--- config.mk ---
export PLATFORM = sky130hd
export DESIGN_NAME = cell_search_top
export DESIGN_NICKNAME = d
export VERILOG_FILES = /design/src/logic/cell_search_pkg.sv /design/src/logic/cell_search_top.sv /design/src/logic/frame_sync_fsm.sv /design/src/logic/pss_correlator.sv /design/src/logic/symbol_extractor.sv /design/src/logic/symbol_timer.sv
export SDC_FILE = /design/constraint.sdc
export NUM_CORES = 1
export LEC_CHECK = 0
export BUFFER_PORTS_ARGS = -buffer_cell sky130_fd_sc_hd__buf_2
export CORE_ASPECT_RATIO = 1.1
export CORE_MARGIN = 4
export CORE_UTILIZATION = 43
export DETAILED_ROUTE_END_ITERATION = 10
export HOLD_SLACK_MARGIN = 0.1
export MAX_ROUTING_LAYER = met4
export PLACE_DENSITY = 0.54
export SLEW_MARGIN = 5
export SYNTH_ARGS = -nofsm -noshare
export SYNTH_HDL_FRONTEND = slang
export SYNTH_SLANG_ARGS = --single-unit
--- constraint.sdc ---
create_clock -name clk_i -period 8.43 [get_ports clk_i]
set_input_delay 0.843 -clock clk_i [delete_from_list [all_inputs] [get_ports clk_i]]
set_output_delay 0.843 -clock clk_i [all_outputs]
set_load 0.05 [all_outputs]
--- src/logic/cell_search_pkg.sv ---
package cell_search_pkg;

    // ############################################################
    // sample format
    // ############################################################

    localparam int SAMPLE_W = 8;

    typedef struct packed {
        logic signed [SAMPLE_W-1:0] re;
        logic signed [SAMPLE_W-1:0] im;
    } sample_t;

    // ############################################################
    // PSS correlator
    // ############################################################

    localparam int              PSS_LEN  = 16;
    localparam logic [PSS_LEN-1:0] PSS_TAPS = 16'hACE1;  // bit 0 weights the oldest sample
    localparam int              FILL_W   = $clog2(PSS_LEN + 1);
    localparam int              ACC_W    = SAMPLE_W + $clog2(PSS_LEN) + 1;  // holds +-2048
    localparam int              METRIC_W = 14;

    typedef logic [METRIC_W-1:0] metric_t;

    localparam metric_t PEAK_THRESHOLD = metric_t'(1536);

    typedef struct packed {
        sample_t sample;
        metric_t metric;
        logic    peak;
    } corr_out_t;

    // ############################################################
    // burst geometry
    // ############################################################

    localparam int CP_LEN      = 4;
    localparam int SYM_LEN     = 16;
    localparam int SYM_TOTAL   = CP_LEN + SYM_LEN;
    localparam int POS_W       = $clog2(SYM_TOTAL);
    localparam int NUM_SYMBOLS = 4;
    localparam int SYM_IDX_W   = 2;
    localparam int SMP_IDX_W   = 4;

    typedef struct packed {
        logic [SYM_IDX_W-1:0] sym_idx;
        logic [SMP_IDX_W-1:0] smp_idx;
    } sym_tag_t;

endpackage

--- src/logic/cell_search_top.sv ---
`timescale 1ns/1ps

module cell_search_top (
    input  logic                      clk_i,
    input  logic                      rst_n_i,
    input  cell_search_pkg::sample_t  s_axis_in_tdata_i,
    input  logic                      s_axis_in_tvalid_i,
    output cell_search_pkg::sample_t  m_axis_out_tdata_o,
    output cell_search_pkg::sym_tag_t m_axis_out_tuser_o,
    output logic                      m_axis_out_tlast_o,
    output logic                      m_axis_out_tvalid_o,
    output logic                      pss_detected_o
);

    import cell_search_pkg::*;

    corr_out_t corr;
    logic      corr_valid;
    logic      timer_start;
    logic      timer_step;
    logic      in_body;
    sym_tag_t  sym_tag;
    logic      sym_last;
    logic      burst_done;
    logic      pass;

    pss_correlator i_pss_correlator (
        .clk_i        (clk_i),
        .rst_n_i      (rst_n_i),
        .s_in_tdata_i (s_axis_in_tdata_i),
        .s_in_tvalid_i(s_axis_in_tvalid_i),
        .corr_o       (corr),
        .corr_valid_o (corr_valid)
    );

    frame_sync_fsm i_frame_sync_fsm (
        .clk_i         (clk_i),
        .rst_n_i       (rst_n_i),
        .corr_i        (corr),
        .corr_valid_i  (corr_valid),
        .in_body_i     (in_body),
        .burst_done_i  (burst_done),
        .timer_start_o (timer_start),
        .timer_step_o  (timer_step),
        .pass_o        (pass),
        .pss_detected_o(pss_detected_o)
    );

    symbol_timer i_symbol_timer (
        .clk_i       (clk_i),
        .rst_n_i     (rst_n_i),
        .start_i     (timer_start),
        .step_i      (timer_step),
        .in_body_o   (in_body),
        .sym_tag_o   (sym_tag),
        .sym_last_o  (sym_last),
        .burst_done_o(burst_done)
    );

    symbol_extractor i_symbol_extractor (
        .clk_i         (clk_i),
        .rst_n_i       (rst_n_i),
        .sample_i      (corr.sample),
        .tag_i         (sym_tag),
        .last_i        (sym_last),
        .pass_i        (pass),
        .m_out_tdata_o (m_axis_out_tdata_o),
        .m_out_tuser_o (m_axis_out_tuser_o),
        .m_out_tlast_o (m_axis_out_tlast_o),
        .m_out_tvalid_o(m_axis_out_tvalid_o)
    );

endmodule

--- src/logic/frame_sync_fsm.sv ---
`timescale 1ns/1ps

module frame_sync_fsm (
    input  logic                       clk_i,
    input  logic                       rst_n_i,
    input  cell_search_pkg::corr_out_t corr_i,
    input  logic                       corr_valid_i,
    input  logic                       in_body_i,
    input  logic                       burst_done_i,
    output logic                       timer_start_o,
    output logic                       timer_step_o,
    output logic                       pass_o,
    output logic                       pss_detected_o
);

    import cell_search_pkg::*;

    typedef enum logic {
        ST_SEARCH,
        ST_LOCKED
    } state_t;

    state_t state_q;
    state_t state_d;

    // ############################################################
    // next state and strobes
    // ############################################################

    always_comb begin
        timer_start_o = 1'b0;
        timer_step_o  = 1'b0;
        state_d       = state_q;

        case (state_q)
            ST_SEARCH: begin
                if (corr_valid_i && corr_i.peak) begin
                    timer_start_o = 1'b1;  // the burst starts with the sample after the peak
                    state_d       = ST_LOCKED;
                end
            end
            ST_LOCKED: begin
                timer_step_o = corr_valid_i;  // peaks are ignored while locked
                if (corr_valid_i && burst_done_i) begin
                    state_d = ST_SEARCH;
                end
            end
            default: begin
                state_d = ST_SEARCH;
            end
        endcase
    end

    assign pass_o = timer_step_o && in_body_i;

    // ############################################################
    // state register
    // ############################################################

    always_ff @(posedge clk_i) begin
        if (!rst_n_i) begin
            state_q        <= ST_SEARCH;
            pss_detected_o <= 1'b0;
        end else begin
            state_q        <= state_d;
            pss_detected_o <= timer_start_o;
        end
    end

    // a detection is only accepted while searching
    start_once_a: assert property (@(posedge clk_i) disable iff (!rst_n_i)
        state_q == ST_LOCKED |-> !timer_start_o);

    // a burst ends only on a sample the timer was stepping
    burst_end_a: assert property (@(posedge clk_i) disable iff (!rst_n_i)
        state_q == ST_LOCKED && state_d == ST_SEARCH |-> timer_step_o && pass_o);

endmodule

--- src/logic/pss_correlator.sv ---
`timescale 1ns/1ps

module pss_correlator (
    input  logic                       clk_i,
    input  logic                       rst_n_i,
    input  cell_search_pkg::sample_t   s_in_tdata_i,
    input  logic                       s_in_tvalid_i,
    output cell_search_pkg::corr_out_t corr_o,
    output logic                       corr_valid_o
);

    import cell_search_pkg::*;

    sample_t                   win_q [PSS_LEN];
    logic    [FILL_W-1:0]      fill_q;
    logic                      win_full;
    logic                      vld0_q;

    logic signed [ACC_W-1:0]   sum_re;
    logic signed [ACC_W-1:0]   sum_im;
    logic signed [ACC_W-1:0]   sum_re_q;
    logic signed [ACC_W-1:0]   sum_im_q;
    sample_t                   smp1_q;
    logic                      full1_q;
    logic                      vld1_q;

    metric_t                   abs_re;
    metric_t                   abs_im;
    metric_t                   metric;

    // ############################################################
    // stage 0: sample window
    // ############################################################

    always_ff @(posedge clk_i) begin
        if (s_in_tvalid_i) begin
            for (int k = 0; k < PSS_LEN - 1; k++) begin
                win_q[k] <= win_q[k+1];
            end
            win_q[PSS_LEN-1] <= s_in_tdata_i;  // newest sample sits at the top
        end
    end

    always_ff @(posedge clk_i) begin
        if (!rst_n_i) begin
            fill_q <= '0;
            vld0_q <= 1'b0;
        end else begin
            vld0_q <= s_in_tvalid_i;
            if (s_in_tvalid_i && !win_full) begin
                fill_q <= fill_q + 1'b1;  // saturates once the window holds PSS_LEN samples
            end
        end
    end

    assign win_full = (fill_q == FILL_W'(PSS_LEN));

    // ############################################################
    // stage 1: signed +-1 sums
    // ############################################################

    always_comb begin
        sum_re = '0;
        sum_im = '0;
        for (int k = 0; k < PSS_LEN; k++) begin
            if (PSS_TAPS[k]) begin
                sum_re = sum_re + $signed(win_q[k].re);
                sum_im = sum_im + $signed(win_q[k].im);
            end else begin
                sum_re = sum_re - $signed(win_q[k].re);
                sum_im = sum_im - $signed(win_q[k].im);
            end
        end
    end

    always_ff @(posedge clk_i) begin
        if (vld0_q) begin
            sum_re_q <= sum_re;
            sum_im_q <= sum_im;
            smp1_q   <= win_q[PSS_LEN-1];
            full1_q  <= win_full;
        end
    end

    // ############################################################
    // stage 2: magnitude and threshold
    // ############################################################

    always_comb begin
        abs_re = metric_t'(sum_re_q[ACC_W-1] ? -sum_re_q : sum_re_q);
        abs_im = metric_t'(sum_im_q[ACC_W-1] ? -sum_im_q : sum_im_q);
        metric = abs_re + abs_im;  // |re| + |im| stands in for the true magnitude
    end

    always_ff @(posedge clk_i) begin
        if (!rst_n_i) begin
            vld1_q       <= 1'b0;
            corr_valid_o <= 1'b0;
        end else begin
            vld1_q       <= vld0_q;
            corr_valid_o <= vld1_q;
        end
    end

    always_ff @(posedge clk_i) begin
        if (vld1_q) begin
            corr_o.sample <= smp1_q;
            corr_o.metric <= metric;
            corr_o.peak   <= full1_q && (metric >= PEAK_THRESHOLD);
        end
    end

    // a peak two stages down implies the window had filled by then
    peak_after_fill_a: assert property (@(posedge clk_i) disable iff (!rst_n_i)
        corr_valid_o && corr_o.peak |-> win_full);

endmodule

--- src/logic/symbol_extractor.sv ---
`timescale 1ns/1ps

module symbol_extractor (
    input  logic                      clk_i,
    input  logic                      rst_n_i,
    input  cell_search_pkg::sample_t  sample_i,
    input  cell_search_pkg::sym_tag_t tag_i,
    input  logic                      last_i,
    input  logic                      pass_i,
    output cell_search_pkg::sample_t  m_out_tdata_o,
    output cell_search_pkg::sym_tag_t m_out_tuser_o,
    output logic                      m_out_tlast_o,
    output logic                      m_out_tvalid_o
);

    import cell_search_pkg::*;

    always_ff @(posedge clk_i) begin
        if (!rst_n_i) begin
            m_out_tvalid_o <= 1'b0;
            m_out_tlast_o  <= 1'b0;
        end else begin
            m_out_tvalid_o <= pass_i;
            m_out_tlast_o  <= pass_i && last_i;
        end
    end

    // data and tag only move with a passed sample
    always_ff @(posedge clk_i) begin
        if (pass_i) begin
            m_out_tdata_o <= sample_i;
            m_out_tuser_o <= tag_i;
        end
    end

    // tlast must line up with the final body position from the timer
    tlast_pos_a: assert property (@(posedge clk_i) disable iff (!rst_n_i)
        m_out_tlast_o |-> m_out_tvalid_o && m_out_tuser_o.smp_idx == SMP_IDX_W'(SYM_LEN - 1));

endmodule

--- src/logic/symbol_timer.sv ---
`timescale 1ns/1ps

module symbol_timer (
    input  logic                      clk_i,
    input  logic                      rst_n_i,
    input  logic                      start_i,
    input  logic                      step_i,
    output logic                      in_body_o,
    output cell_search_pkg::sym_tag_t sym_tag_o,
    output logic                      sym_last_o,
    output logic                      burst_done_o
);

    import cell_search_pkg::*;

    logic [POS_W-1:0]     pos_q;
    logic [SYM_IDX_W-1:0] sym_q;

    always_ff @(posedge clk_i) begin
        if (!rst_n_i) begin
            pos_q <= '0;
            sym_q <= '0;
        end else if (start_i) begin
            pos_q <= '0;
            sym_q <= '0;
        end else if (step_i) begin
            if (sym_last_o) begin
                pos_q <= '0;
                sym_q <= burst_done_o ? '0 : sym_q + 1'b1;
            end else begin
                pos_q <= pos_q + 1'b1;
            end
        end
    end

    // outputs describe the sample being stepped in this cycle
    always_comb begin
        in_body_o         = (pos_q >= POS_W'(CP_LEN));
        sym_tag_o.sym_idx = sym_q;
        sym_tag_o.smp_idx = SMP_IDX_W'(pos_q - POS_W'(CP_LEN));
        sym_last_o        = (pos_q == POS_W'(SYM_TOTAL - 1));
        burst_done_o      = sym_last_o && (sym_q == SYM_IDX_W'(NUM_SYMBOLS - 1));
    end

    sym_range_a: assert property (@(posedge clk_i) disable iff (!rst_n_i)
        sym_q <= SYM_IDX_W'(NUM_SYMBOLS - 1));

endmodule

Word-level counts from Yosys, hierarchy flattened

Memory sizes are Yosys's and may differ from the RTL's.
Cells that the tools add are included.

Register bits after elaboration: 101
Memory bits (writable): 256
Input bits: 19
Output and inout bits: 25
Word-level logic and storage cells: 88
Memories kept: 1

Memories:

| memory                 | depth | bits a word | read ports | clocked after memory_dff | wr ports | line                 | RTL |
|---|---|---|---|---|---|---|---|
| i_pss_correlator.win_q | 16    | 16          | 16         | 0                        | 16       | pss_correlator.sv:14 | `sample_t win_q [PSS_LEN];` |

Add/sub/neg operators: 37
$lt $le $gt $ge: 2
Equal/unequal tests: 3
Mux-type cells: 11
Bitwise logic cells: 2
Reduce and logical (&&, ||, !) cells: 10

Operators with widths:

| kind                                                                    | number |
|---|---|
| 13-bit by 8-bit adder with 13-bit output                                | 14 |
| 13-bit by 8-bit subtractor with 13-bit output                           | 12 |
| 14-bit two-way mux                                                      | 2 |
| 13-bit negation with 14-bit output                                      | 2 |
| 9-bit by 8-bit subtractor with 10-bit output                            | 2 |
| 8-bit by 8-bit subtractor with 9-bit output                             | 2 |
| 14-bit adder                                                            | 1 |
| 14-bit by 11-bit >= comparator with 1-bit output, second input constant | 1 |
| 5-bit by 1-bit adder with 5-bit output, second input constant           | 2 |
| 5-bit equality test, second input constant                              | 2 |
| 1-bit logical AND                                                       | 7 |
| 1-bit two-way mux                                                       | 6 |
| 5-bit by 3-bit >= comparator with 1-bit output, second input constant   | 1 |
| 5-bit two-way mux                                                       | 1 |
| 4-bit by 3-bit subtractor with 4-bit output, second input constant      | 1 |
| 2-bit by 1-bit adder with 2-bit output, second input constant           | 1 |
| 2-bit equality test, second input constant                              | 1 |
| 2-bit two-way mux                                                       | 1 |
| 1-bit NOT                                                               | 2 |
| 1-bit one-hot mux with 2 select lines                                   | 1 |
| 2-bit AND reduction                                                     | 1 |
| 2-bit OR reduction                                                      | 1 |
| 1-bit zero test                                                         | 1 |

Depth between registers and ports, before layout

Depth in word-level cells: 15
Depth in mapped cells: 28
Mapped depth without buffers: 28

Cells and area by module

A second synthesis with hierarchy kept.

Cells, all modules: 1386
Area total of the unflattened synthesis: 20240.7 µm²

Modules (own cells, without submodules):

| module           | instances | cells each | area each (µm²) | sequential area each (µm²) |
|---|---|---|---|---|
| pss_correlator   | 1         | 1305       | 19007.0         | 10069.7 |
| symbol_extractor | 1         | 26         | 713.2           | 700.7 |
| symbol_timer     | 1         | 47         | 432.9           | 140.1 |
| frame_sync_fsm   | 1         | 8          | 87.6            | 40.0 |

Worst setup path before layout

Ideal clock, no wire load.

Path kind: register -> register
From: mem i_pss_correlator.win_q[0][2] in the netlist's numbering
To: reg i_pss_correlator.sum_im_q[12], data pin
Library setup time: 260 ps
Arrival time: 6473 ps
Required time: 8170 ps
Setup slack: 1697 ps
Stages on the path, launching flop included: 27
Path buffers: 0
Period minus slack after synthesis: 6733 ps
Cell sequence: edfxtp_1 > fa_1 > ha_1 > nor2b_1 > o21ai_0 > a21boi_0 > o21a_1 > nor2_1 > o21ai_0 > xnor2_1 > fa_1 > inv_1 > fa_1 > inv_1 > fa_1 > inv_1 > fa_1 > fa_1 > inv_1 > fa_1 > inv_1 > ha_1 > nand4_1 > nor3_1 > a311oi_1 > a31oi_1 > xnor2_1

RTL lines:

| what                   | line                 | RTL |
|---|---|---|
| start: declaration     | pss_correlator.sv:14 |  |
| end signal: assignment | pss_correlator.sv:79 | `sum_im_q <= sum_im;` |
| end: declaration       | pss_correlator.sv:22 | `logic signed [ACC_W-1:0] sum_im_q;` |

==> results by group <==
Timing
  – Final period utilization: 0.8436
  – Final WS setup: 1.318 ns
  – Fin. Hold Viols: 0
  – RSZ-0062 raised after global routing: no
  – Clk_skew: 0.02701 ns
  – Minimum clock period: roughly 7 ns
  – Max Freq: 140.6 MHz
  – Max_slew headroom: 0.3130
  – Setup TNS: 0 ns
  – Final setup vio count: 0
  – Worst Tran Pin Value: 1.030 ns
  – Final Max Tran Viols: 0

Floorplan
  – Die W: roughly 210 um
  – Die area: 49410 um^2
  – Core area: 45450 um^2
  – Rows: between 80 and 90
  – Chip Height: about 230 um
  – I/O pins: 44
  – Starting Density: 0.4344

Global route
  – Initial antenna violation count: 1
  – First-pass GRT wire length: 54680 um
  – Total GRT Usage: 0.1449
  – Number of global-route vias before repair: 10409
  – Gr ovfl total: 0
  – Largest net degree at the start of global routing: 126

Clock tree
  – Hold buffer count at cts: 0
  – Worst-Skew Late Latency: 0.56 ns
  – Root Driver: clkbuf_16
  – CTS tree: done
  – Setup bufs post-CTS: 0
  – Clk sink count: around 360
  – Worst-path clk slew: 0.07 ns
  – CTS H-tree lvls: 2
  – Num CTS Buffers: 41
  – Post-cts sizing count: 0
  – Clock Path Buffers: 3

Critical path
  – Worst EP arrival: 7.42 ns
  – Worst path slowest cell: fa_1
  – CP startpoint kind: register
  – Largest stage delay on the critical path: about 0.55 ns
  – Crit path kind: reg -> reg
  – Crit end category: register
  – Maximum net fanout on the critical path: 6
  – Crit path cell chain: fa_1 > ha_1 > a21o_1 > a21oi_1 > o21ai_0 > a21oi_1 > o21ai_0 > nand3_1 > o211ai_1 > fa_1 > fa_1 > inv_1 > fa_1 > fa_1 > fa_1 > inv_1 > fa_1 > inv_1 > ha_1 > nand4_1 > nor3_1 > a311oi_1 > a311oi_1 > xnor2_1
  – Most used cell, CP: fa_1
  – Data required, critical path: around 9 ns
  – Reg2Reg Depth: 24

Logic synthesis
  – Share of the synthesized area in the top cell type: 0.5141
  – Synthesized area per cell: 14.86 um^2
  – Number of synthesized register bits: 357
  – Async S/R FF share, synth: 0
  – Post-Synthesis Cell Area: roughly 20000 um^2
  – Most common library cells after synthesis: 338 x edfxtp_1, 337 x inv_1, 247 x fa_1
  – Most common cell in the synthesized netlist: edfxtp_1
  – Synth area leaders: edfxtp_1 51%, fa_1 25%, inv_1 6.4%
  – Top cell type by total area after synthesis: edfxtp_1
  – Post-synth EDFFs: ~340
  – Synth Warn #: 0
  – Commonest register cell after synthesis: edfxtp_1
  – Netlist cell types: 52
  – Sequential element share of the synthesized area: 0.5333
  – Synth Net Count: around 1700
  – Gate Count Post-Synth: 1329

Place
  – RD Place Congestion: 0.7751
  – Port-buffer cells: 43
  – DP Wirelength: 23270 um
  – Post-place setup slack: 1.245 ns

Drt
  – WL met3: approximately 1200 um
  – Drt drc: 0
  – Via/cell ratio: 4.644
  – DRT met1 WL: 15630 um
  – Via count: 9445
  – Drt pass-1 iters: 4
  – WL final: 32200 um
  – DRT iter0 DRCs: about 470
  – Drt wl/cell: 15.83 um
  – ANT nets after route: 0
  – DR top layer: met4
  – Met2 wire len: 14560 um

Run status
  – Outcome: complete, no violations

Worst hold path
  – Worst hold stages: 0
  – Worst hold path class: reg -> reg

Layout
  – Area Growth Syn to Fin: 11.55%
  – Final #Nets: 1756
  – Share of layout cells above drive strength 1: 0.07612
  – Fill cell count: 3924

Job
  – Max cap viols: 0
logic make-up after synthesis:
kind of cell	synth area share
fa+ha+maj	0.2992
buf+inv	0.06521
mux	0.003105
compound gates	0.03809
xor+xnor	0.03283
simple gates	0.02820
flops	0.5333
cells in the final DEF (no fill, tap or decap), types with 18 or more instances in the layout:
cell and n:
edfxtp_1 338, inv_1 337, fa_1 247, ha_1 77, xnor2_1 54, clkbuf_16 43, buf_2 42, nand2_1 36
a21oi_1 29, o21ai_0 24, nor2_1 22, xor2_1 20, dfxtp_1 18
worst max-delay path: cells and delay by family, from the launching register on:
| kind | cells | cell delay [ns] |
|---|---|---|
| and+or+nand+nor | 3 | 0.30 |
| buffers and inverters | 3 | 0.13 |
| AOI/OAI and AO/OA | 8 | 1.79 |
| xor gates and xnor gates | 1 | 0.16 |
| adders and majority gates | 9 | 4.07 |
| DFF | 1 | 0.40 |
stage by stage:
stage	util	hold WS [ns]	std cells	cell area, um^2
2_1_floorplan	-	0.4003	1329	19740
3_3_place_gp	0.4559	0.4009	1958	20720
3_5_place_dp	0.4559	0.4045	1958	20720
4_1_cts	0.4845	0.4146	2033	22020
5_1_grt	0.4846	0.4168	2034	22020
6_report	0.4846	0.4170	2034	22020
area by class of cell:
class,count,area [um^2],area share
diodes,1,2.502,0.0001136
well taps,588,735.7,0.03341
inverters,337,1265,0.05744
clock inverters,22,176.4,0.008010
multi-input cells,629,7934,0.3602
flip-flops and latches,357,10530,0.4782
clock buffers,53,1124,0.05102
repair buffers,47,255.2,0.01159
worst paths after layout:
check,to,slack [ns],start
worst max-delay path,i_pss_correlator.sum_re_q[12],1.32,i_pss_correlator.win_q[0][8]
worst min-delay path,i_symbol_extractor.m_out_tdata_o[11],0.42,i_pss_correlator.corr_o[26]
worst max register to register,i_pss_correlator.sum_re_q[12],1.32,i_pss_correlator.win_q[0][8]
worst min register to register,i_symbol_extractor.m_out_tdata_o[11],0.42,i_pss_correlator.corr_o[26]
layer usage:
metal | up-vias | GRT usage
li1 | 4499 | -
met1 | 4757 | 0.2075
met2 | 133 | 0.2137
met3 | 56 | 0.02980
met4 | 0 | 0.03926
met5 | - | -
state kept, by name, indices dropped and copies added (netlist names), 2 cells and up:
signal                            cells
i_symbol_extractor.m_out_tdata_o     16
i_pss_correlator.fill_q               5
i_pss_correlator.win_q              256
i_pss_correlator.sum_re_q            13
i_pss_correlator.corr_o              17
i_symbol_timer.pos_q                  5
i_pss_correlator.sum_im_q            13
i_symbol_timer.sym_q                  2
i_pss_correlator.smp1_q              16
i_symbol_extractor.m_out_tuser_o      6
Power is left out: the tool's default activity adds up to more than one toggle a clock period on the data nets, which glitch-free logic cannot reach.
